## config.mk

```make
export PLATFORM = sky130hd
export DESIGN_NAME = qs_srt_data_ram
export DESIGN_NICKNAME = d
export VERILOG_FILES = /design/src/logic/qs_srt_pkg.sv /design/src/logic/qs_srt_data_ram.sv
export SDC_FILE = /design/constraint.sdc
export NUM_CORES = 1
export LEC_CHECK = 0
export ABC_CLOCK_PERIOD_IN_PS = 3320
export BUFFER_PORTS_ARGS = -buffer_cell sky130_fd_sc_hd__buf_4
export CAP_MARGIN = 20
export CORE_ASPECT_RATIO = 1.75
export CORE_MARGIN = 2
export CORE_UTILIZATION = 55
export CTS_BUF_LIST = sky130_fd_sc_hd__clkbuf_8 sky130_fd_sc_hd__clkbuf_16
export CTS_CLUSTER_DIAMETER = 30
export DETAILED_ROUTE_END_ITERATION = 7
export PLACE_DENSITY = 0.73
export SLEW_MARGIN = 10
export SYNTH_ARGS = -nofsm -noshare
export SYNTH_HDL_FRONTEND = slang
export SYNTH_SLANG_ARGS = --single-unit
```

## constraint.sdc

```tcl
create_clock -name clk -period 3.32 [get_ports clk]
set_clock_uncertainty 0.15 [all_clocks]
set_input_delay 0.166 -clock clk [delete_from_list [all_inputs] [get_ports clk]]
set_output_delay 0.166 -clock clk [all_outputs]
set_load 0.01 [all_outputs]
```

## src/logic/qs_srt_pkg.sv

```systemverilog
package qs_srt_pkg;

  // Array geometry
  localparam int N = 16;
  // Initial hi index handed to quicksort
  localparam int REG_N = N - 1;
  localparam int word_w = 16;
  localparam int addr_w = $clog2(N);
  localparam int STACK_DEPTH = 128;

  // Data word, index or register value
  typedef logic [word_w-1:0] word_t;
  typedef logic [addr_w-1:0] addr_t;
  // Microcode address
  typedef logic [7:0] pc_t;
  typedef logic [15:0] inst_t;
  typedef logic [3:0] op_t;
  typedef logic [2:0] reg_t;
  typedef logic [2:0] imm_t;
  typedef logic [1:0] cc_t;
  // One spare bit so a full stack is distinct from an empty one
  typedef logic [$clog2(STACK_DEPTH):0] sp_t;

  // Register names, BLINK holds the return address
  localparam reg_t R0 = 3'd0;
  localparam reg_t R1 = 3'd1;
  localparam reg_t R2 = 3'd2;
  localparam reg_t R3 = 3'd3;
  localparam reg_t R4 = 3'd4;
  localparam reg_t R5 = 3'd5;
  localparam reg_t R6 = 3'd6;
  localparam reg_t BLINK = 3'd7;

  // Opcodes in inst[15:12]
  localparam op_t OP_NOP = 4'h0;
  localparam op_t OP_J = 4'h1;
  localparam op_t OP_PUSHPOP = 4'h2;
  localparam op_t OP_LDST = 4'h4;
  localparam op_t OP_MOV = 4'h6;
  localparam op_t OP_ADDSUB = 4'h7;
  localparam op_t OP_CALLRET = 4'hC;
  localparam op_t OP_WAITEMIT = 4'hF;

  // Jump conditions in inst[9:8]
  localparam cc_t AL = 2'd0;
  localparam cc_t EQ = 2'd1;
  localparam cc_t GT = 2'd2;
  localparam cc_t LE = 2'd3;

  // MOVS special sources
  localparam imm_t SPC_REG_N = 3'd0;
  localparam imm_t SPC_N = 3'd1;

  // Routine entry points in the control store
  localparam pc_t SYM_RESET = 8'd0;
  localparam pc_t SYM_PARTITION = 8'd32;
  localparam pc_t SYM_QUICKSORT = 8'd64;
  localparam pc_t SYM_START = 8'd96;
  localparam pc_t SYM_ERR = 8'd128;

  // Engine request into the data array, one cycle per access
  typedef struct packed {
    logic en;
    logic wr;
    addr_t addr;
    word_t data;
  } mem_req_t;

  typedef enum logic [1:0] {
    EXE_RUN,
    EXE_AWAIT,
    EXE_HALT
  } exe_state_t;

  // Instruction encoders
  function automatic inst_t j(pc_t addr, cc_t cc = AL);
    return {OP_J, 2'b00, cc, addr};
  endfunction

  function automatic inst_t push(reg_t src);
    return {OP_PUSHPOP, 1'b0, 3'b000, 4'h0, 1'b0, src};
  endfunction

  function automatic inst_t pop(reg_t dst);
    return {OP_PUSHPOP, 1'b1, dst, 8'h00};
  endfunction

  // LD dst, [addr]
  function automatic inst_t ld(reg_t dst, reg_t addr);
    return {OP_LDST, 1'b0, dst, 5'b00000, addr};
  endfunction

  // ST [addr], src
  function automatic inst_t st(reg_t addr, reg_t src);
    return {OP_LDST, 1'b1, 3'b000, 1'b0, src, 1'b0, addr};
  endfunction

  function automatic inst_t mov(reg_t dst, reg_t src);
    return {OP_MOV, 1'b0, dst, 4'h0, 1'b0, src};
  endfunction

  function automatic inst_t movi(reg_t dst, imm_t imm);
    return {OP_MOV, 1'b0, dst, 4'h0, 1'b1, imm};
  endfunction

  function automatic inst_t movs(reg_t dst, imm_t sel);
    return {OP_MOV, 1'b1, dst, 5'b00000, sel};
  endfunction

  // With dst_en clear the result only sets the flags (.F form)
  function automatic inst_t add(reg_t dst, reg_t a, reg_t b, logic dst_en = 1'b1);
    return {OP_ADDSUB, 1'b0, dst, dst_en, a, 1'b0, b};
  endfunction

  function automatic inst_t addi(reg_t dst, reg_t a, imm_t imm, logic dst_en = 1'b1);
    return {OP_ADDSUB, 1'b0, dst, dst_en, a, 1'b1, imm};
  endfunction

  function automatic inst_t sub(reg_t dst, reg_t a, reg_t b, logic dst_en = 1'b1);
    return {OP_ADDSUB, 1'b1, dst, dst_en, a, 1'b0, b};
  endfunction

  function automatic inst_t subi(reg_t dst, reg_t a, imm_t imm, logic dst_en = 1'b1);
    return {OP_ADDSUB, 1'b1, dst, dst_en, a, 1'b1, imm};
  endfunction

  function automatic inst_t call(pc_t addr);
    return {OP_CALLRET, 1'b0, 3'b000, addr};
  endfunction

  function automatic inst_t ret();
    return {OP_CALLRET, 1'b1, 11'h000};
  endfunction

  function automatic inst_t await();
    return {OP_WAITEMIT, 1'b0, 11'h000};
  endfunction

  function automatic inst_t done();
    return {OP_WAITEMIT, 1'b1, 11'h000};
  endfunction

endpackage

```

## src/logic/qs_srt_data_ram.sv

```systemverilog
`timescale 1ns/1ns

module qs_srt_data_ram
  import qs_srt_pkg::*;
(
  input logic clk,
  input logic rst_n,
  input logic wr_en,
  input addr_t wr_addr,
  input word_t wr_data,
  input addr_t rd_addr,
  output word_t rd_data,
  input mem_req_t mem_req,
  output word_t mem_rdata
);

  word_t mem [N];
  logic eng_wr;

  assign eng_wr = mem_req.en && mem_req.wr;

  // One write port shared by host and engine
  always_ff @(posedge clk) begin
    if (wr_en) mem[wr_addr] <= wr_data;
    else if (eng_wr) mem[mem_req.addr] <= mem_req.data;
  end

  // Both reads are asynchronous
  assign rd_data = mem[rd_addr];
  assign mem_rdata = mem[mem_req.addr];

  // Host owns the array only while the engine is idle
  a_no_wr_clash: assert property (@(posedge clk) disable iff (!rst_n)
    !(wr_en && eng_wr));

endmodule

```

# Word level (Yosys, flattened, before mapping)
# Memory sizes are Yosys's and may differ from the RTL's.
# Cells that the tools add are included.
# totals
register_bits	0
ramBits	256
inputBits	49
out_inout_bits	32
elab_cells	11
n_memories	1
# op_classes
muxes	8
reduce_logical	2
# memory_table
name	depth	word_bits	read_ports	rd_ports_with_merged_regs	write_ports	line_no	text
mem	16	16	2	0	1	qs_srt_data_ram.sv:17	word_t mem [N];
# ops
cell	n
$mux 16	1
$reduce_or 16->1	1
$mux 1	6
$mux 4	1
$logic_and 1x1->1	1

# Longest topological paths before layout
# logic_depth
ltp_word	6
ltp_mapped	8
depth_no_buf	4

# Worst setup path after synthesis
# Ideal clock, no wire load.
# synth_timing
kind	input-to-reg
start	in mem_req[16] (netlist bit)
end	mem mem[1][0] (netlist bit), enable pin
setup_ns	0.388
arrival_ns	1.837
t_required_ns	2.782
slack_ns	0.944
stages	7
n_path_buf	4
cell_sequence	buf_4 > buf_6 > buf_6 > buf_4 > nor3b_1 > a31oi_1 > nor2_1
# synth_via
elab_chain_len	1
# synth_rtl
item	line_no	text
start: declaration	qs_srt_data_ram.sv:13	input mem_req_t mem_req,
$mux 4 (no line)	-	
end: declaration	qs_srt_data_ram.sv:17	
# Every way passes these cells.

# Worst setup path in the final report
# layout_timing
start	in rd_addr[0]
end	out rd_data[14]
# layout_via
elab_chain_len	1
# layout_rtl
item	line_no	text
start: declaration	qs_srt_data_ram.sv:11	input addr_t rd_addr,
$mem_v2 16x16	-	
end: declaration	qs_srt_data_ram.sv:12	output word_t rd_data,
# Every way passes these cells.

==> out/metrics.cfg <==
[logic_synthesis]
synth_edf_count = 256
yosys.area_share.simple_pct = 1.832
synthDistinctLibCells = 29
synth_xor_xnor_area_share_pct = 0
syn_area_mm2 = 0.01215
synth.area.mux_share_pct = 30.64
synth_seq_area_share_pct = 63.25
synthAdderAreaFrac_pct = 0
ys_seq_elements = 256
synth_nets = 609
synthArstFlopShare_pct = 0
synth_cells = 560
syn_avg_cell_area_um2 = 21.70
synth_top_family_by_area = multiplexers
synth-compound-area-share_pct = 1.688
yosys_warnings = 0
synthFlopType = edfxtp_1

[critical_path]
path_delay_family = multiplexers
cp.depth = 5
crit_type = in2out
cp.required_ns = 3.00
critPathSlowestCell = mux4_1
cp-end-kind = primary output
max_stage_delay_ns = 0.59
cp-start-kind = primary input
crit_fanout = 24
crit_top_cell = buf_4
crit_chain = buf_4 -> buf_12 -> mux4_1 -> mux4_2 -> buf_4
cp_num_buf_inv = 3
crit_arrival_ns = 2.19

[die]
die_w_um = 116.4
ios = 81
die-area_mm2 = 0.02335
core_mm2 = 0.02189
die_h_um = 200.7
start_util_pct = 55.52
rows = 72

[layout]
final_area_mm2 = 0.01437
fillers = 1458
drive_above_1_share_pct = 46.49
reg_top3 = mem: 256 flops
area_growth_pct = 18.24
regMostFlops = mem
multi_input_area_mm2 = 0.004192
final_common_cell = edfxtp_1
largest_register_ffs = 256
mostFrequentLayoutCells = edfxtp_1, mux4_2, buf_4
antenna_cells = 0
layout.nets = 722
seq_area_mm2 = 0.007687
final_core_util_pct = 65.65

[place]
portBuffers = 79
hpwl_um = 19650
post_dp_cell_area_mm2 = 0.01325
gp_congestion = 0.8245

[timing]
hold_viol_final = 0
setup_viol = 0
fin_crit_ns = 2.502
period_share_pct = 75.36
tightest_slew_ns = 0.6479
slew_violations = 0
setup_tns_ns = 0
slew_headroom_pct = 56.61
rsz0062_at_grt = no
max_freq_mhz = 399.7

[pwr]
seq_power_share_pct = 46.2
ir_worst_vdd_mv = 0.4450
swShare_pct = 22.67
power.density_mw_per_mm2 = 556.5
leakagePower_nw = 4.843
power_frac_clock_pct = 44.6
p_comb_share_pct = 9.2
switchingPower_mw = 1.813
internal_power_mw = 6.185

[global_route]
grt_antenna_before_repair = 0
grt_util_met1_pct = 30.16
use_met3_pct = 4.378
busiest_layer = met2
grt_max_degree = 43
grt_use_total_pct = 26.38
grt_pass1_wl_um = 43900
grt_use_met2_pct = 46.91
first_global_vias = 7267
grt-ovfl-total = 0

[clock_tree]
clkTransAtPathRegs_ns = 0.05
cts_hold_buf = 0
tritoncts = done
clockBufferDepth = 3
postCtsSetupBuffers = 0
root_buffer = clkbuf_16
numCtsBuffers = 34
post_cts_resized = 0
htreeDepth = 2
cts.sinks = 256

[routing]
drt_iter0_markers = 554
route.detailed.drc = 0
first_pass_iters = 5
viasPerCell = 6.675
routed-via-count = 6642
routedWlPerCell_um = 29.68
drt-total-wl_um = 29530
ant_nets = 0

[hold_path]
holdPathStages = 2
hold_path.class = in2reg

[outcome]
status = finished, final reports clean

[job]
max_cap_violations = 0

[power groups by stage]
stage / clock network (mW) / registers [mW] / logic [mW]
floorplan: 0 / 3.74 / 0.482
global placement: 0 / 3.75 / 0.719
detailed placement: 0 / 3.76 / 0.741
CTS: 3.60 / 3.69 / 0.744
global route: 3.74 / 3.70 / 0.784
finish: 3.56 / 3.69 / 0.740
[synthesized netlist by cell type, drive strengths merged (5+ instances only)]
master	instances	area (um2)
clkbuf	6	22.52
nor2	18	67.56
a21oi	8	40.04
mux2i	20	200.2
edfxtp	256	7687
nand2	11	41.29
buf	35	269.0
and2	5	31.28
mux2	16	180.2
nor3b	6	45.04
mux4	144	3343
[per-layer routing]
| metal | vias to the layer above | wire, um |
|---|---|---|
| li1 | 2723 | - |
| met1 | 3497 | 9437 |
| met2 | 332 | 16750 |
| met3 | 90 | 1877 |
| met4 | 0 | 1471 |
| met5 | - | 0 |
[kinds of logic after synthesis]
kind of cell,after synthesis
AO/OA/AOI/OAI,32
buffers and inverters,46
flip-flops,256
multiplexers,180
AND/OR/NAND/NOR,46
[layout make-up]
cell class,count,area share [%]
Sequential cell,256,53.49
Multi-Input combinational cell,258,29.17
Timing Repair Buffer,119,6.826
Clock buffer,34,5.920
Tap cell,296,2.577
Clock inverter,28,1.915
Inverter,4,0.1045
[metrics by stage]
stage / power (mW) / hold WS (ns) / setup slack [ns] / cells
final: 7.998 / 0.02523 / 0.8179 / 995
after detailed placement: 4.502 / 0.5563 / 0.7821 / 933
after global routing: 8.225 / 0.07510 / 0.7366 / 995
after CTS: 8.042 / 0.02647 / 0.8181 / 995
after floorplan: 4.226 / 0.3906 / 0.9443 / 560
after global placement: 4.470 / 0.5103 / 0.8678 / 933
[worst paths after layout]
kind	from	to	slack, ns
min	mem_req[9]	mem[11][9]	0.03
max	rd_addr[0]	rd_data[14]	0.82
No activity file was read; power rests on OpenSTA's default activity.
