--- src/logic/qs_srt_pkg.sv ---
package qs_srt_pkg;

  // Array geometry
  localparam int N = 16;
  // Initial hi index handed to quicksort
  localparam int REG_N = N - 1;
  localparam int word_w = 16;
  localparam int addr_w = $clog2(N);
  localparam int STACK_DEPTH = 128;

  // Data word, index or register value
  typedef logic [word_w-1:0] word_t;
  typedef logic [addr_w-1:0] addr_t;
  // Microcode address
  typedef logic [7:0] pc_t;
  typedef logic [15:0] inst_t;
  typedef logic [3:0] op_t;
  typedef logic [2:0] reg_t;
  typedef logic [2:0] imm_t;
  typedef logic [1:0] cc_t;
  // One spare bit so a full stack is distinct from an empty one
  typedef logic [$clog2(STACK_DEPTH):0] sp_t;

  // Register names, BLINK holds the return address
  localparam reg_t R0 = 3'd0;
  localparam reg_t R1 = 3'd1;
  localparam reg_t R2 = 3'd2;
  localparam reg_t R3 = 3'd3;
  localparam reg_t R4 = 3'd4;
  localparam reg_t R5 = 3'd5;
  localparam reg_t R6 = 3'd6;
  localparam reg_t BLINK = 3'd7;

  // Opcodes in inst[15:12]
  localparam op_t OP_NOP = 4'h0;
  localparam op_t OP_J = 4'h1;
  localparam op_t OP_PUSHPOP = 4'h2;
  localparam op_t OP_LDST = 4'h4;
  localparam op_t OP_MOV = 4'h6;
  localparam op_t OP_ADDSUB = 4'h7;
  localparam op_t OP_CALLRET = 4'hC;
  localparam op_t OP_WAITEMIT = 4'hF;

  // Jump conditions in inst[9:8]
  localparam cc_t AL = 2'd0;
  localparam cc_t EQ = 2'd1;
  localparam cc_t GT = 2'd2;
  localparam cc_t LE = 2'd3;

  // MOVS special sources
  localparam imm_t SPC_REG_N = 3'd0;
  localparam imm_t SPC_N = 3'd1;

  // Routine entry points in the control store
  localparam pc_t SYM_RESET = 8'd0;
  localparam pc_t SYM_PARTITION = 8'd32;
  localparam pc_t SYM_QUICKSORT = 8'd64;
  localparam pc_t SYM_START = 8'd96;
  localparam pc_t SYM_ERR = 8'd128;

  // Engine request into the data array, one cycle per access
  typedef struct packed {
    logic en;
    logic wr;
    addr_t addr;
    word_t data;
  } mem_req_t;

  typedef enum logic [1:0] {
    EXE_RUN,
    EXE_AWAIT,
    EXE_HALT
  } exe_state_t;

  // Instruction encoders
  function automatic inst_t j(pc_t addr, cc_t cc = AL);
    return {OP_J, 2'b00, cc, addr};
  endfunction

  function automatic inst_t push(reg_t src);
    return {OP_PUSHPOP, 1'b0, 3'b000, 4'h0, 1'b0, src};
  endfunction

  function automatic inst_t pop(reg_t dst);
    return {OP_PUSHPOP, 1'b1, dst, 8'h00};
  endfunction

  // LD dst, [addr]
  function automatic inst_t ld(reg_t dst, reg_t addr);
    return {OP_LDST, 1'b0, dst, 5'b00000, addr};
  endfunction

  // ST [addr], src
  function automatic inst_t st(reg_t addr, reg_t src);
    return {OP_LDST, 1'b1, 3'b000, 1'b0, src, 1'b0, addr};
  endfunction

  function automatic inst_t mov(reg_t dst, reg_t src);
    return {OP_MOV, 1'b0, dst, 4'h0, 1'b0, src};
  endfunction

  function automatic inst_t movi(reg_t dst, imm_t imm);
    return {OP_MOV, 1'b0, dst, 4'h0, 1'b1, imm};
  endfunction

  function automatic inst_t movs(reg_t dst, imm_t sel);
    return {OP_MOV, 1'b1, dst, 5'b00000, sel};
  endfunction

  // With dst_en clear the result only sets the flags (.F form)
  function automatic inst_t add(reg_t dst, reg_t a, reg_t b, logic dst_en = 1'b1);
    return {OP_ADDSUB, 1'b0, dst, dst_en, a, 1'b0, b};
  endfunction

  function automatic inst_t addi(reg_t dst, reg_t a, imm_t imm, logic dst_en = 1'b1);
    return {OP_ADDSUB, 1'b0, dst, dst_en, a, 1'b1, imm};
  endfunction

  function automatic inst_t sub(reg_t dst, reg_t a, reg_t b, logic dst_en = 1'b1);
    return {OP_ADDSUB, 1'b1, dst, dst_en, a, 1'b0, b};
  endfunction

  function automatic inst_t subi(reg_t dst, reg_t a, imm_t imm, logic dst_en = 1'b1);
    return {OP_ADDSUB, 1'b1, dst, dst_en, a, 1'b1, imm};
  endfunction

  function automatic inst_t call(pc_t addr);
    return {OP_CALLRET, 1'b0, 3'b000, addr};
  endfunction

  function automatic inst_t ret();
    return {OP_CALLRET, 1'b1, 11'h000};
  endfunction

  function automatic inst_t await();
    return {OP_WAITEMIT, 1'b0, 11'h000};
  endfunction

  function automatic inst_t done();
    return {OP_WAITEMIT, 1'b1, 11'h000};
  endfunction

endpackage

--- src/logic/qs_srt_ucode_rom.sv ---
`timescale 1ns/1ns

module qs_srt_ucode_rom
  import qs_srt_pkg::*;
(
  input pc_t ra,
  output inst_t rout
);

  // Control store as a flat lookup, addressed straight from pc
  // Partition uses R0 lo, R1 hi, R2 pivot, R3 i, R4 j, R5/R6 temps
  // Partition returns the pivot index in R0 and clobbers R1
  always_comb begin
    case (ra)
      // Reset vector
      SYM_RESET: rout = j(SYM_START);

      // Partition, callee saves R2 to R6
      SYM_PARTITION: rout = push(R2);
      SYM_PARTITION + 8'd1: rout = push(R3);
      SYM_PARTITION + 8'd2: rout = push(R4);
      SYM_PARTITION + 8'd3: rout = push(R5);
      SYM_PARTITION + 8'd4: rout = push(R6);
      // Pivot is the last element, i and j start at lo
      SYM_PARTITION + 8'd5: rout = ld(R2, R1);
      SYM_PARTITION + 8'd6: rout = mov(R3, R0);
      SYM_PARTITION + 8'd7: rout = mov(R4, R0);
      // Loop head, leave once j reaches hi
      SYM_PARTITION + 8'd8: rout = sub(R0, R1, R4, 1'b0);
      SYM_PARTITION + 8'd9: rout = j(SYM_PARTITION + 8'd19, EQ);
      // Skip the swap when A[j] is above the pivot
      SYM_PARTITION + 8'd10: rout = ld(R5, R4);
      SYM_PARTITION + 8'd11: rout = sub(R0, R5, R2, 1'b0);
      SYM_PARTITION + 8'd12: rout = j(SYM_PARTITION + 8'd17, GT);
      // Swap A[i] and A[j], then bump i
      SYM_PARTITION + 8'd13: rout = ld(R6, R3);
      SYM_PARTITION + 8'd14: rout = st(R3, R5);
      SYM_PARTITION + 8'd15: rout = st(R4, R6);
      SYM_PARTITION + 8'd16: rout = addi(R3, R3, 3'd1);
      SYM_PARTITION + 8'd17: rout = addi(R4, R4, 3'd1);
      SYM_PARTITION + 8'd18: rout = j(SYM_PARTITION + 8'd8);
      // j equals hi here, so this swaps A[i] with the pivot
      SYM_PARTITION + 8'd19: rout = ld(R0, R3);
      SYM_PARTITION + 8'd20: rout = ld(R1, R4);
      SYM_PARTITION + 8'd21: rout = st(R3, R1);
      SYM_PARTITION + 8'd22: rout = st(R4, R0);
      SYM_PARTITION + 8'd23: rout = mov(R0, R3);
      SYM_PARTITION + 8'd24: rout = pop(R6);
      SYM_PARTITION + 8'd25: rout = pop(R5);
      SYM_PARTITION + 8'd26: rout = pop(R4);
      SYM_PARTITION + 8'd27: rout = pop(R3);
      SYM_PARTITION + 8'd28: rout = pop(R2);
      SYM_PARTITION + 8'd29: rout = ret();

      // Quicksort on [R0, R1], recursive so BLINK is saved too
      SYM_QUICKSORT: rout = push(BLINK);
      SYM_QUICKSORT + 8'd1: rout = push(R2);
      SYM_QUICKSORT + 8'd2: rout = push(R3);
      SYM_QUICKSORT + 8'd3: rout = push(R4);
      SYM_QUICKSORT + 8'd4: rout = mov(R2, R0);
      SYM_QUICKSORT + 8'd5: rout = mov(R4, R1);
      // Nothing to do when lo is past hi, hi may be lo minus one
      SYM_QUICKSORT + 8'd6: rout = sub(R0, R0, R1, 1'b0);
      SYM_QUICKSORT + 8'd7: rout = j(SYM_QUICKSORT + 8'd16, GT);
      SYM_QUICKSORT + 8'd8: rout = call(SYM_PARTITION);
      // Left half [lo, p - 1]
      SYM_QUICKSORT + 8'd9: rout = mov(R3, R0);
      SYM_QUICKSORT + 8'd10: rout = mov(R0, R2);
      SYM_QUICKSORT + 8'd11: rout = subi(R1, R3, 3'd1);
      SYM_QUICKSORT + 8'd12: rout = call(SYM_QUICKSORT);
      // Right half [p + 1, hi]
      SYM_QUICKSORT + 8'd13: rout = addi(R0, R3, 3'd1);
      SYM_QUICKSORT + 8'd14: rout = mov(R1, R4);
      SYM_QUICKSORT + 8'd15: rout = call(SYM_QUICKSORT);
      SYM_QUICKSORT + 8'd16: rout = pop(R4);
      SYM_QUICKSORT + 8'd17: rout = pop(R3);
      SYM_QUICKSORT + 8'd18: rout = pop(R2);
      SYM_QUICKSORT + 8'd19: rout = pop(BLINK);
      SYM_QUICKSORT + 8'd20: rout = ret();

      // Entry point, clear the register file once after reset
      SYM_START: rout = movi(R0, 3'd0);
      SYM_START + 8'd1: rout = movi(R1, 3'd0);
      SYM_START + 8'd2: rout = movi(R2, 3'd0);
      SYM_START + 8'd3: rout = movi(R3, 3'd0);
      SYM_START + 8'd4: rout = movi(R4, 3'd0);
      SYM_START + 8'd5: rout = movi(R5, 3'd0);
      SYM_START + 8'd6: rout = movi(R6, 3'd0);
      SYM_START + 8'd7: rout = movi(BLINK, 3'd0);
      // Idle here until the host pulses start
      SYM_START + 8'd8: rout = await();
      // Sort the whole array [0, N - 1]
      SYM_START + 8'd9: rout = movi(R0, 3'd0);
      SYM_START + 8'd10: rout = movs(R1, SPC_REG_N);
      SYM_START + 8'd11: rout = call(SYM_QUICKSORT);
      SYM_START + 8'd12: rout = done();
      SYM_START + 8'd13: rout = j(SYM_START + 8'd8);

      // Error trap, spins on itself
      SYM_ERR: rout = j(SYM_ERR);

      // Stray addresses fall into the trap
      default: rout = j(SYM_ERR);
    endcase
  end

endmodule

--- config.mk ---
export PLATFORM = sky130hd
export DESIGN_NAME = qs_srt_ucode_rom
export DESIGN_NICKNAME = d
export VERILOG_FILES = /design/src/logic/qs_srt_pkg.sv /design/src/logic/qs_srt_ucode_rom.sv
export SDC_FILE = /design/constraint.sdc
export NUM_CORES = 1
export LEC_CHECK = 0
export ABC_AREA = 1
export CAP_MARGIN = 10
export CORE_MARGIN = 2
export CORE_UTILIZATION = 45
export DETAILED_ROUTE_END_ITERATION = 8
export DONT_BUFFER_PORTS = 1
export SYNTH_ARGS = -nofsm -noshare
export SYNTH_HDL_FRONTEND = slang
export SYNTH_SLANG_ARGS = --single-unit
--- constraint.sdc ---
create_clock -name vclk -period 1.5
set_clock_uncertainty 0.15 [all_clocks]
set_input_delay 0.15 -clock vclk [all_inputs]
set_output_delay 0.15 -clock vclk [all_outputs]
set_load 0.05 [all_outputs]
== Word level (Yosys, flattened, before mapping) ==
Memories as Yosys holds them, arrays and structs flattened.
Cells that the tools add are included.

* Register bits after elaboration: 0
* Input port bits: 8
* Memory bits (read-only): 4096
* Logic and storage cells: 1
* Memories kept: 1
* Output and inout bits: 16
* Memory bits (writable): 0
* Latch bits: 0

* $lt $le $gt $ge: 0
* Mux-type cells: 0
* Reduce and logical (&&, ||, !) cells: 0
* $mul: 0
* Div/mod/pow operators: 0
* Eq/ne operators: 0
* Shifts and indexed selects: 0
* Bitwise operators: 0
* $add $sub $neg: 0

{| class="wikitable"
|+ Memories
! memory !! depth !! width !! rd ports !! clocked after Yosys merged registers in !! write ports !! RTL line !! RTL
|-
| (name not given) || 256 || 16 || 1 || 0 || 0 || qs_srt_ucode_rom.sv:14 || <nowiki>case (ra)</nowiki>
|}

== Longest topological paths before layout ==
An unclocked memory read counts as a cell.

* Word-level depth: 1
* Gate-level depth with buffers: 11
* Depth with buffers taken out: 11

== Least setup slack after synthesis ==
OpenSTA, ideal clock, no wires.

* Path type: input to output
* Start: input port ra[0]
* End: output port rout[0]
* Path slack: -774 ps
* Required time: 1200 ps
* Stages: 8
* Data arrival time: 1974 ps
* Path buffers: 0
* Cell sequence: inv_1 > ha_1 > nand2_2 > nand2_1 > a21oi_1 > nor2_1 > nor2_1 > nor3_1

* Longest elaborated chain between the ends: 1

{| class="wikitable"
|+ Ends and longest elaborated chain
! element !! RTL line !! RTL
|-
| start, declared || qs_srt_ucode_rom.sv:6 || <nowiki>input pc_t ra,</nowiki>
|-
| memory 256 x 16 bit || -- ||
|-
| end, declared || qs_srt_ucode_rom.sv:7 || <nowiki>output inst_t rout</nowiki>
|}

No other way between the ends.

== Worst setup path in the final report ==
* Start: input port ra[1]
* End: output port rout[13]

Same word-level chain as after synthesis.

==> flow_summary.yaml <==
yosys:
  seq_area_frac_synth_pct: 0
  avgSynthCellArea_um2: 4.73
  yosys.area.top_type: "nand2_1"
  ys_warn_count: 0
  synth_top_family_by_area: "simple AND/OR/NAND/NOR gates"
  synthMuxAreaShare_pct: 0
  synth-simple-area-share_pct: 58.7
  synth_area_leaders: "nand2_1 29%, nand3_1 16%, a21oi_1 8.8%"
  synth_adder_area_share_pct: 7.35
  syn_nets: 304
  netlist_instances: 288
  synthXorXnorAreaFrac_pct: 0
  synth_compound_area_share_pct: 18.7
  synth_area_mm2: 0.00136
  synth_cell_types: 23
  netlist.area_leader.share_pct: 28.7
  synthTopCellsByCount: "104 x nand2_1, 44 x nand3_1, 30 x nor2_1, 24 x a21oi_1, 18 x inv_1"
  post-synth-top-count-cell: "nand2_1"
placed_design:
  gp_congestion: 1.02
  port_buffers: 0
  dp_hpwl_um: 3970
  dp.cells: 341
global_routing:
  grt_max_degree: 32
  grt_pass1_vias: 1979
  antenna_found_initial: 0
  grtUsageTotal_pct: 34.5
  grt_pass1_wl_um: 9440
  grt_overflow_total: 0
die:
  die_height_um: 59.0
  core-area_mm2: 0.00281
  ios: 24
  dieWidth_um: 59.0
  start_util_pct: 48.6
  dieArea_mm2: 0.00348
  placementRows: 19
route:
  vias_per_cell: 6.08
  wl_per_cell_um: 16.6
  drtAntennaViolNets: 0
  first_pass_iters: 5
  wl_um: 5690
  drt_iter0_drc: 266
  drc: 0
  vias: 2078
critical_path:
  endpoint_kind: "output port"
  startpoint: "ra[1]"
  worstPathCellList: "clkinvlp_4, ha_4, o21ai_0, nand3_1, nand3_1, nand2_1, a21oi_4, buf_12"
  arrival_ns: 1.37
  max_stage_delay_ns: 0.27
  path_class: "in -> out"
  critPathMostFrequentCell: "nand3_1"
  required_ns: 1.20
  crit_family: "simple AND/OR/NAND/NOR gates"
  slowest_stage: "ha_4"
  path_max_fanout: 10
  worstSetupStartpointType: "input pin"
  critical_path_buf_inv_count: 2
final_layout:
  nets: 329
  antenna_cells: 0
  seqCellArea_um2: 0
  area_growth_pct: 56.2
  postLayoutCoreUtil_pct: 75.9
  drive_gt1_share_pct: 39.2
  fin_cells: 342
  nClkBuffers: 0
  nFlopsAndLatches: 0
sta:
  worst_pin_slew_ns: 0.579
  period_needed_ns: 1.67
  finalSetupViolations: 16
  tns_ns: -1.66
  rsz0062_at_grt: "yes"
  final-hold-violation-count: 0
  whs_ns: 0.333
  slew_viol_final: 0
  max_freq_mhz: 600
  worst_slack_ns: -0.168
  slew_headroom_pct: 61.3
  period_share_pct: 111
worst_hold_path:
  holdCritStartpoint: "ra[7]"
  hold_class: "in -> out"
flow_run:
  drv_cap: 0
power:
  p_per_area_mw_per_mm2: 354
  p_leak_uw: 0.000955
  power_uw: 752
  ir_worst_vdd_v: 0.000217
status:
  violations: "setup timing"
  outcome: "complete, but fails checks"
clock_network:
  ctsHoldBuffers: 0
repair_timing:
item                       4_1_cts  5_1_grt
gates resized for setup         42       26
setup buffers                    1        0
pin swaps                       11        6
setup endpoints to repair       16       16
cloned                           0        0
kinds of logic after synthesis:
kind of cell,count (synthesis)
buf+inv,42
compound gates,48
fa+ha+maj,8
simple gates,190
where the power goes:
| part | switching, µW | total, µW | internal (µW) |
|---|---|---|---|
| combinational | 449 | 752 | 303 |
| sequential | 0 | 0 | 0 |
| clock | 0 | 0 | 0 |
| total | 449 | 752 | 303 |
final cells by class:
cell class                      instances  area, µm²
Multi-Input combinational cell        246       1500
Timing Repair Buffer                   42        494
Inverter                               23       96.3
Tap cell                               31       38.8
Fill cell                             230        677
layout by cell type, fill, tap and decap left out:
master	synthesis	layout
clkinvlp_4	0	2
nand3_1	44	38
clkinv_1	1	1
o21a_1	2	1
nand2_4	0	4
o21ai_0	11	7
ha_2	0	1
a31oi_1	2	2
a21oi_4	0	4
nor3_4	0	1
inv_2	4	5
nor4_1	1	1
o211ai_1	1	1
nor2_1	30	11
buf_6	3	1
nand4_1	3	3
nor2_2	0	10
o21ai_2	0	4
o21a_2	0	1
ha_4	0	4
ha_1	8	3
nor3_1	2	1
nand2_1	104	84
buf_12	0	14
nand2_2	5	21
inv_1	18	14
a21oi_2	1	6
inv_4	0	1
nor3_2	1	1
buf_4	3	27
o22ai_1	1	1
nor2_4	0	9
o21ai_1	6	6
nand3_4	0	1
nand3_2	0	5
a21oi_1	24	15
worst paths after layout:
check	cells after the start	endpoint	slack (ns)
worst max-delay path	8	rout[13]	-0.17
worst min-delay path	2	rout[12]	0.33
metrics by stage:
| stage | setup WS (ns) | area (µm²) |
|---|---|---|
| finish | -0.168 | 2130 |
| global route | -0.247 | 2130 |
| CTS | -0.134 | 2040 |
| detailed placement | -0.209 | 1890 |
| global placement | -0.205 | 1890 |
| floorplan | -0.172 | 1500 |
metal layers:
layer | vias to the layer above | track usage (%) | routed length, µm
li1 | 986 | - | -
met1 | 926 | 47.0 | 2190
met2 | 138 | 54.6 | 2620
met3 | 28 | 6.99 | 665
met4 | 0 | 10.7 | 204
met5 | - | 0 | 0
Note: power is estimated with default switching activity, not from simulation.
