File: src/logic/qs_srt_pkg.sv
package qs_srt_pkg;

  // Array geometry
  localparam int N = 16;
  // Initial hi index handed to quicksort
  localparam int REG_N = N - 1;
  localparam int word_w = 16;
  localparam int addr_w = $clog2(N);
  localparam int STACK_DEPTH = 128;

  // Data word, index or register value
  typedef logic [word_w-1:0] word_t;
  typedef logic [addr_w-1:0] addr_t;
  // Microcode address
  typedef logic [7:0] pc_t;
  typedef logic [15:0] inst_t;
  typedef logic [3:0] op_t;
  typedef logic [2:0] reg_t;
  typedef logic [2:0] imm_t;
  typedef logic [1:0] cc_t;
  // One spare bit so a full stack is distinct from an empty one
  typedef logic [$clog2(STACK_DEPTH):0] sp_t;

  // Register names, BLINK holds the return address
  localparam reg_t R0 = 3'd0;
  localparam reg_t R1 = 3'd1;
  localparam reg_t R2 = 3'd2;
  localparam reg_t R3 = 3'd3;
  localparam reg_t R4 = 3'd4;
  localparam reg_t R5 = 3'd5;
  localparam reg_t R6 = 3'd6;
  localparam reg_t BLINK = 3'd7;

  // Opcodes in inst[15:12]
  localparam op_t OP_NOP = 4'h0;
  localparam op_t OP_J = 4'h1;
  localparam op_t OP_PUSHPOP = 4'h2;
  localparam op_t OP_LDST = 4'h4;
  localparam op_t OP_MOV = 4'h6;
  localparam op_t OP_ADDSUB = 4'h7;
  localparam op_t OP_CALLRET = 4'hC;
  localparam op_t OP_WAITEMIT = 4'hF;

  // Jump conditions in inst[9:8]
  localparam cc_t AL = 2'd0;
  localparam cc_t EQ = 2'd1;
  localparam cc_t GT = 2'd2;
  localparam cc_t LE = 2'd3;

  // MOVS special sources
  localparam imm_t SPC_REG_N = 3'd0;
  localparam imm_t SPC_N = 3'd1;

  // Routine entry points in the control store
  localparam pc_t SYM_RESET = 8'd0;
  localparam pc_t SYM_PARTITION = 8'd32;
  localparam pc_t SYM_QUICKSORT = 8'd64;
  localparam pc_t SYM_START = 8'd96;
  localparam pc_t SYM_ERR = 8'd128;

  // Engine request into the data array, one cycle per access
  typedef struct packed {
    logic en;
    logic wr;
    addr_t addr;
    word_t data;
  } mem_req_t;

  typedef enum logic [1:0] {
    EXE_RUN,
    EXE_AWAIT,
    EXE_HALT
  } exe_state_t;

  // Instruction encoders
  function automatic inst_t j(pc_t addr, cc_t cc = AL);
    return {OP_J, 2'b00, cc, addr};
  endfunction

  function automatic inst_t push(reg_t src);
    return {OP_PUSHPOP, 1'b0, 3'b000, 4'h0, 1'b0, src};
  endfunction

  function automatic inst_t pop(reg_t dst);
    return {OP_PUSHPOP, 1'b1, dst, 8'h00};
  endfunction

  // LD dst, [addr]
  function automatic inst_t ld(reg_t dst, reg_t addr);
    return {OP_LDST, 1'b0, dst, 5'b00000, addr};
  endfunction

  // ST [addr], src
  function automatic inst_t st(reg_t addr, reg_t src);
    return {OP_LDST, 1'b1, 3'b000, 1'b0, src, 1'b0, addr};
  endfunction

  function automatic inst_t mov(reg_t dst, reg_t src);
    return {OP_MOV, 1'b0, dst, 4'h0, 1'b0, src};
  endfunction

  function automatic inst_t movi(reg_t dst, imm_t imm);
    return {OP_MOV, 1'b0, dst, 4'h0, 1'b1, imm};
  endfunction

  function automatic inst_t movs(reg_t dst, imm_t sel);
    return {OP_MOV, 1'b1, dst, 5'b00000, sel};
  endfunction

  // With dst_en clear the result only sets the flags (.F form)
  function automatic inst_t add(reg_t dst, reg_t a, reg_t b, logic dst_en = 1'b1);
    return {OP_ADDSUB, 1'b0, dst, dst_en, a, 1'b0, b};
  endfunction

  function automatic inst_t addi(reg_t dst, reg_t a, imm_t imm, logic dst_en = 1'b1);
    return {OP_ADDSUB, 1'b0, dst, dst_en, a, 1'b1, imm};
  endfunction

  function automatic inst_t sub(reg_t dst, reg_t a, reg_t b, logic dst_en = 1'b1);
    return {OP_ADDSUB, 1'b1, dst, dst_en, a, 1'b0, b};
  endfunction

  function automatic inst_t subi(reg_t dst, reg_t a, imm_t imm, logic dst_en = 1'b1);
    return {OP_ADDSUB, 1'b1, dst, dst_en, a, 1'b1, imm};
  endfunction

  function automatic inst_t call(pc_t addr);
    return {OP_CALLRET, 1'b0, 3'b000, addr};
  endfunction

  function automatic inst_t ret();
    return {OP_CALLRET, 1'b1, 11'h000};
  endfunction

  function automatic inst_t await();
    return {OP_WAITEMIT, 1'b0, 11'h000};
  endfunction

  function automatic inst_t done();
    return {OP_WAITEMIT, 1'b1, 11'h000};
  endfunction

endpackage

File: src/logic/qs_srt_exe.sv
`timescale 1ns/1ns

module qs_srt_exe
  import qs_srt_pkg::*;
(
  input logic clk,
  input logic rst_n,
  input inst_t inst,
  output pc_t pc,
  output mem_req_t mem_req,
  input word_t mem_rdata,
  input logic start,
  output logic busy,
  output logic done
);

  exe_state_t state;
  word_t regs [8];
  word_t stack [STACK_DEPTH];
  sp_t sp;
  sp_t sp_m1;
  logic flag_eq;
  logic flag_gt;

  // Instruction fields
  op_t op;
  logic fn;
  reg_t rd;
  reg_t rs;
  reg_t ru;
  cc_t cc;
  logic use_imm;
  logic dst_en;
  pc_t tgt;

  logic exec;
  logic take;
  word_t opa;
  word_t opb;
  logic [word_w:0] res_x;
  word_t spc_val;
  pc_t pc_inc;
  pc_t pc_nxt;
  logic rf_we;
  reg_t rf_wa;
  word_t rf_wd;
  logic is_push;
  logic is_pop;

  // fn is bit 11, selecting pop, st, movs, sub, ret or done
  assign op = inst[15:12];
  assign fn = inst[11];
  assign rd = inst[10:8];
  assign cc = inst[9:8];
  assign dst_en = inst[7];
  assign rs = inst[6:4];
  assign use_imm = inst[3];
  assign ru = inst[2:0];
  assign tgt = inst[7:0];

  // Nothing executes outside RUN or at the error trap
  assign exec = (state == EXE_RUN) && (pc != SYM_ERR);
  assign is_push = exec && (op == OP_PUSHPOP) && !fn;
  assign is_pop = exec && (op == OP_PUSHPOP) && fn;
  assign sp_m1 = sp - 1'b1;
  assign pc_inc = pc + 8'd1;

  // ALU, one guard bit makes GT exact for signed operands
  assign opa = regs[rs];
  assign opb = use_imm ? word_t'(ru) : regs[ru];
  assign res_x = fn ? {opa[word_w-1], opa} - {opb[word_w-1], opb}
                    : {opa[word_w-1], opa} + {opb[word_w-1], opb};

  // MOVS sources
  always_comb begin
    case (ru)
      SPC_REG_N: spc_val = word_t'(REG_N);
      SPC_N: spc_val = word_t'(N);
      default: spc_val = '0;
    endcase
  end

  // LE is taken as not GT
  always_comb begin
    case (cc)
      AL: take = 1'b1;
      EQ: take = flag_eq;
      GT: take = flag_gt;
      default: take = !flag_gt;
    endcase
  end

  // Next pc, RET reads the low byte of BLINK
  always_comb begin
    pc_nxt = pc_inc;
    case (op)
      OP_J: if (take) pc_nxt = tgt;
      OP_CALLRET: pc_nxt = fn ? regs[BLINK][7:0] : tgt;
      default: ;
    endcase
  end

  // Single register write port
  always_comb begin
    rf_we = 1'b0;
    rf_wa = rd;
    rf_wd = res_x[word_w-1:0];
    if (exec) begin
      case (op)
        OP_PUSHPOP: begin
          rf_we = fn;
          rf_wd = stack[sp_m1[$bits(sp_t)-2:0]];
        end
        // LD writes the load data at the same edge
        OP_LDST: begin
          rf_we = !fn;
          rf_wd = mem_rdata;
        end
        OP_MOV: begin
          rf_we = 1'b1;
          if (fn) rf_wd = spc_val;
          else rf_wd = opb;
        end
        OP_ADDSUB: rf_we = dst_en;
        // CALL links the return address
        OP_CALLRET: begin
          rf_we = !fn;
          rf_wa = BLINK;
          rf_wd = word_t'(pc_inc);
        end
        default: ;
      endcase
    end
  end

  always_ff @(posedge clk) begin
    if (rf_we) regs[rf_wa] <= rf_wd;
    if (is_push) stack[sp[$bits(sp_t)-2:0]] <= regs[ru];
  end

  // Data array access, address comes from the low bits of a register
  assign mem_req.en = exec && (op == OP_LDST);
  assign mem_req.wr = fn;
  assign mem_req.addr = regs[ru][addr_w-1:0];
  assign mem_req.data = regs[rs];

  always_ff @(posedge clk or negedge rst_n) begin
    if (!rst_n) begin
      state <= EXE_RUN;
      pc <= SYM_RESET;
      sp <= '0;
      flag_eq <= 1'b0;
      flag_gt <= 1'b0;
      busy <= 1'b0;
      done <= 1'b0;
    end else begin
      done <= 1'b0;
      case (state)
        EXE_RUN: begin
          if (pc == SYM_ERR) begin
            state <= EXE_HALT;
            busy <= 1'b1;
          end else begin
            pc <= pc_nxt;
            if (is_push) sp <= sp + 1'b1;
            if (is_pop) sp <= sp_m1;
            // Flags only from the .F form
            if (op == OP_ADDSUB && !dst_en) begin
              flag_eq <= (res_x == '0);
              flag_gt <= !res_x[word_w] && (res_x != '0);
            end
            if (op == OP_WAITEMIT) begin
              if (fn) begin
                done <= 1'b1;
                busy <= 1'b0;
              end else begin
                state <= EXE_AWAIT;
              end
            end
          end
        end
        // pc already points past AWAIT
        EXE_AWAIT: begin
          if (start) begin
            state <= EXE_RUN;
            busy <= 1'b1;
          end
        end
        EXE_HALT: busy <= 1'b1;
        default: state <= EXE_HALT;
      endcase
    end
  end

  // Recursion depth stays within the stack
  a_no_push_full: assert property (@(posedge clk) disable iff (!rst_n)
    is_push |-> (sp != sp_t'(STACK_DEPTH)));
  a_no_pop_empty: assert property (@(posedge clk) disable iff (!rst_n)
    is_pop |-> (sp != '0));
  // A ROM hole or a bad return address lands here
  a_no_err: assert property (@(posedge clk) disable iff (!rst_n)
    pc != SYM_ERR);

endmodule

File: config.mk
export PLATFORM = sky130hd
export DESIGN_NAME = qs_srt_exe
export DESIGN_NICKNAME = d
export VERILOG_FILES = /design/src/logic/qs_srt_pkg.sv /design/src/logic/qs_srt_exe.sv
export SDC_FILE = /design/constraint.sdc
export NUM_CORES = 2
export LEC_CHECK = 0
export CORE_ASPECT_RATIO = 1.1
export CORE_MARGIN = 2
export CORE_UTILIZATION = 40
export DETAILED_ROUTE_END_ITERATION = 10
export DONT_BUFFER_PORTS = 1
export SYNTH_ARGS = -nofsm -noshare
export SYNTH_HDL_FRONTEND = slang
export SYNTH_SLANG_ARGS = --single-unit
File: constraint.sdc
create_clock -name clk -period 28.3 [get_ports clk]
set_input_delay 5.66 -clock clk [delete_from_list [all_inputs] [get_ports clk]]
set_output_delay 5.66 -clock clk [all_outputs]
set_load 0.02 [all_outputs]
=== After elaboration in Yosys (flattened, before gate mapping) ===
Memory sizes are Yosys's and may differ from the RTL's.
Index checks and enable logic that the tools add are counted.

* Register bits: 22
* Input port bits: 35
* Memory bits (writable): 2,176
* Word-level logic and storage cells: 92
* Memories kept: 2

{| class="wikitable"
|+ Memory list
! memory !! words !! width !! read ports !! clocked after memory_dff !! wr ports !! RTL line !! RTL
|-
| stack || 128 || 16 || 1 || 0 || 1 || qs_srt_exe.sv:19 || <nowiki>word_t stack [STACK_DEPTH];</nowiki>
|-
| regs || 8 || 16 || 3 || 0 || 1 || qs_srt_exe.sv:18 || <nowiki>word_t regs [8];</nowiki>
|}

* Mux-type cells: 34
* Reductions and logical operators: 24
* Eq/ne operators: 18
* Bitwise operators: 2
* Add/subtract/negate cells: 5

{| class="wikitable"
|+ Operators by type and width
! cell !! count
|-
| 16-bit case mux with 4 select lines || 1
|-
| 16-bit two-way mux || 3
|-
| 8-bit two-way mux || 4
|-
| 16-bit by 16-bit adder with 17-bit output || 1
|-
| 17-bit logical NOT || 1
|-
| 17-bit two-way mux || 1
|-
| 17-bit nonzero test || 1
|-
| 16-bit by 16-bit subtractor with 17-bit output || 1
|-
| 8-bit by 1-bit adder with 8-bit output (second input constant) || 2
|-
| 8-bit case mux with 2 select lines || 1
|-
| 1-bit two-way mux || 13
|-
| 4-bit by 3-bit equality test with 1-bit output (second input constant) || 3
|-
| 5-bit case mux with 2 select lines || 1
|-
| 4-bit equality test (second input constant) || 2
|-
| 8-bit equality test (second input constant) || 1
|-
| 2-bit two-way mux || 4
|-
| 8-bit inequality test (second input constant) || 1
|-
| 4-bit AND reduction || 2
|-
| 8-bit by 1-bit subtractor with 8-bit output (second input constant) || 1
|-
| 1-bit logical AND || 7
|-
| 3-bit two-way mux || 2
|-
| 3-bit by 2-bit inequality test with 1-bit output (second input constant) || 2
|-
| 1-bit case mux with 3 select lines || 2
|-
| 2-bit case mux with 3 select lines || 1
|-
| 17 further kinds || 25
|}

=== Longest topological paths before layout ===
* Depth after elaboration: 6
* Depth in mapped cells: 21

=== Worst setup path before layout ===
OpenSTA, ideal clock, no wires.

* Path kind: input-to-output
* Start point: input port inst[0]
* End point: output port mem_req[18] (netlist name)
* Setup slack: 10,843 ps
* Arrival: 11,797 ps
* Stages on the path: 4
* Data required time: 22,640 ps
* Buffers on the path: 1
* Cells stage by stage: buf_4 mux2_2 o22ai_1 a211oi_1

{| class="wikitable"
|+ RTL lines
! what !! RTL line !! RTL
|-
| from (decl) || qs_srt_exe.sv:8 || <nowiki>input inst_t inst,</nowiki>
|-
| to (decl) || qs_srt_exe.sv:10 || <nowiki>output mem_req_t mem_req,</nowiki>
|}

==> results.py <==
metrics = {
    "run_status": {
        "status": "complete, no violations",
    },
    "power": {
        "p_int_w": 0.00659,
        "pwr-share-clk": 0.282,
        "switching_power_w": 0.00290,
        "power.density_nw_per_um2": 96.2,
        "p_leak_nw": 30.4,
        "swShare": 0.305,
        "peakVddDrop_v": 0.000126,
        "combPwrFrac": 0.327,
        "p_seq_frac": 0.391,
    },
    "logic_synthesis": {
        "async_flop_share": 0.00956,
        "netlist_area_um2": 87600,
        "synth_compound_area_frac": 0.0165,
        "synth-seq-area-share": 0.752,
        "yosysTopAreaCell": "edfxtp_1",
        "yosys.area_share.simple": 0.0230,
        "synthXorXnorAreaFrac": 0.00460,
        "yosysUniqueCellTypes": 69,
        "synth_edf_count": 2176,
        "avgSynthCellArea_um2": 22.2,
        "muxShareOfSynthArea": 0.187,
        "ys_seq_elements": 2197,
        "synthTopCellsByArea": "edfxtp_1 (75%), mux4_2 (18%), nor2_1 (0.84%), dfrtp_1 (0.60%), mux2i_1 (0.58%)",
        "syn_inst": 3952,
        "synth_fa_ha_area_frac": 0.00380,
        "ys.flop_type": "edfxtp_1",
        "synth_top_area_frac": 0.746,
        "synth_top_family_by_area": "multiplexers",
        "synth_nets": 4013,
        "ys_warn_count": 0,
    },
    "placement": {
        "gp_congestion": 0.877,
        "dp_hpwl_mm": 127,
        "portBuffers": 0,
    },
    "drt": {
        "drt_iter0_markers": 4618,
        "vias": 41500,
        "wl_per_cell_um": 29.9,
        "vias_per_cell": 5.76,
        "dr.pass1.iters": 5,
        "post-route-drc-count": 0,
        "wl_mm": 216,
        "ant_nets": 0,
    },
    "grt": {
        "track_usage": 0.192,
        "grt_antenna_before_repair": 6,
        "grt_pass1_vias": 41800,
        "grt_start_max_net_pins": 124,
        "grt_overflow": 0,
        "grt_pass1_wl_mm": 308,
    },
    "hold_path": {
        "hp-class": "reg2reg",
    },
    "floorplan": {
        "dieWidth_um": 450,
        "dieArea_um2": 223000,
        "start_util": 0.401,
        "ioPinCount": 67,
        "dieHeight_um": 495,
        "num_rows": 180,
        "core_um2": 218000,
    },
    "critical_path": {
        "path_cells": "nor2b_1, a22oi_1, nand2_1, inv_4",
        "crit_required_ps": 22640,
        "critPathTopFamily": "simple AND/OR/NAND/NOR gates",
        "cp.arrival_ps": 7220,
        "cp_max_fo": 12,
        "crit_end": "mem_req[19]",
        "critPathKind": "in2out",
        "cp_slowest_stage_delay_ps": 750,
        "r2r_slack_ps": 21310,
        "slowest_stage": "nor2b_1",
        "crit_buf_inv": 1,
        "r2r-end": "regs[0][7]$_DFFE_PP_",
        "r2r_cells": 13,
        "r2r-start": "sp[0]$_DFFE_PN0P_",
        "cp-startpoint": "inst[2]",
        "critPathLaunchType": "input port",
        "cp.depth": 4,
        "crit_path_end_kind": "output port",
    },
    "layout": {
        "num-nets-final": 4190,
        "mostFrequentLayoutCells": "edfxtp_1 (2176), mux4_2 (694), clkbuf_16 (205)",
        "fillers": 18000,
        "area_delta_synth_final_pct": 12.6,
        "layout-drive-gt1-share": 0.304,
        "final_common_cell": "edfxtp_1",
        "seqCellArea_um2": 65900,
        "multiInputGateArea_um2": 21000,
    },
    "sta": {
        "timing.fmax_mhz": 77.6,
        "tightest_slew_ps": 1290,
        "setup_viol": 0,
        "slew_headroom": 0.141,
        "hold_violations": 0,
        "hold_slack_ps": 549,
        "fin_worst_skew_ps": 31.8,
        "drv_slew": 0,
        "period_share": 0.455,
        "tns_ps": 0,
        "rsz0062_at_grt": "no",
        "finalCriticalPeriod_ps": 12880,
    },
    "clock_tree": {
        "post_cts_buffers": 0,
        "cts_tree": "done",
        "cts.sinks": 2197,
        "htreeDepth": 4,
        "cts_hold_buf": 0,
        "path_clk_slew_ps": 70,
        "cts_inserted_buffers": 203,
        "cts_resized": 0,
        "cts_root_buf": "clkbuf_16",
        "cts.path.max_buffers": 3,
        "insertion_delay_ps": 840,
    },
    "run": {
        "drv_cap": 0,
    },
}
==> cells in the mapped netlist, drive strengths merged, types with 6 or more instances <==
cell	count
or3	11
a221oi	22
o21ai	49
inv	27
nor2	195
dfrtp	21
mux2	23
a211oi	7
nor2b	16
buf	120
mux4	694
a22o	6
nor4	8
a22oi	25
nand2b	7
clkbuf	97
and2	8
a31oi	7
mux2i	51
o211ai	7
nor3	18
xnor2	33
nand3	34
a21oi	55
xor2	13
edfxtp	2176
ha	25
and3	10
nand2	123
==> power groups by stage <==
| stage | registers (W) | logic, W | clock network (W) |
|---|---|---|---|
| 5_1_grt | 0.00371 | 0.00326 | 0.00284 |
| 6_report | 0.00371 | 0.00310 | 0.00268 |
| 3_3_place_gp | 0.00378 | 0.00316 | 0 |
| 2_1_floorplan | 0.00377 | 0.00216 | 0 |
| 3_5_place_dp | 0.00378 | 0.00317 | 0 |
| 4_1_cts | 0.00371 | 0.00317 | 0.00273 |
==> metrics by stage <==
step / area [um2] / util / std cells / total power (W) / setup slack (ps)
global route: 98600 / 0.452 / 7211 / 0.00981 / 15230
floorplan: 87600 / - / 3952 / 0.00593 / 10840
CTS: 98600 / 0.452 / 7211 / 0.00961 / 15420
finish: 98600 / 0.452 / 7215 / 0.00949 / 15420
global placement: 92200 / 0.422 / 6836 / 0.00694 / 15460
detailed placement: 92200 / 0.422 / 6836 / 0.00694 / 15420
==> cell type report <==
class	instances	area share
clock inverters	138	0.0122
well taps	2912	0.0369
clock buffers	237	0.0532
multi-input cells	1510	0.213
repair buffers	189	0.0150
flip-flops and latches	2197	0.668
diodes	4	0.000101
inverters	28	0.00122
==> metal layers <==
metal  vias up  track usage  wire, um
met1     22600        0.257     86900
met2      1524        0.325    110000
met3       286       0.0330     14000
met5         -            0         0
li1      17100            -         -
met4         0       0.0537      5350
==> registers in the layout, indices dropped and copies added (netlist names) <==
name,cells
flag_gt,1
state,2
flag_eq,1
sp,7
done,1
busy,1
pc,8
stack,2048
regs,128
==> worst min path at each step <==
stage,start,endpoint,slack [ps],depth (start not counted)
2_1_floorplan,flag_eq$_DFFE_PN0P_,flag_eq$_DFFE_PN0P_,460,2
6_report,state[0]$_DFFE_PN0P_,state[0]$_DFFE_PN0P_,550,2
3_3_place_gp,state[1]$_DFFE_PN0P_,state[1]$_DFFE_PN0P_,520,2
4_1_cts,state[0]$_DFFE_PN0P_,state[0]$_DFFE_PN0P_,560,2
5_1_grt,state[1]$_DFFE_PN0P_,state[1]$_DFFE_PN0P_,590,2
3_5_place_dp,state[0]$_DFFE_PN0P_,state[0]$_DFFE_PN0P_,540,2
==> kinds of logic after synthesis <==
family | count (synthesis)
and+or+nand+nor | 452
buffers and inverters | 245
xor gates and xnor gates | 46
DFF | 2197
AOI/OAI and AO/OA | 218
muxes | 768
adders and majority gates | 26
==> worst reg2reg max path: stages (launching register included) <==
cell and delay, ps:
dfrtp_4 650, inv_1 210, ha_4 820, buf_4 720
buf_4 860, buf_4 640, mux4_2 450, mux4_2 580
nand2_1 120, nand2_1 60, o211ai_1 690, o21ai_0 410
a21oi_1 250, a21oi_1 170
(Power assumes the default switching activity.)
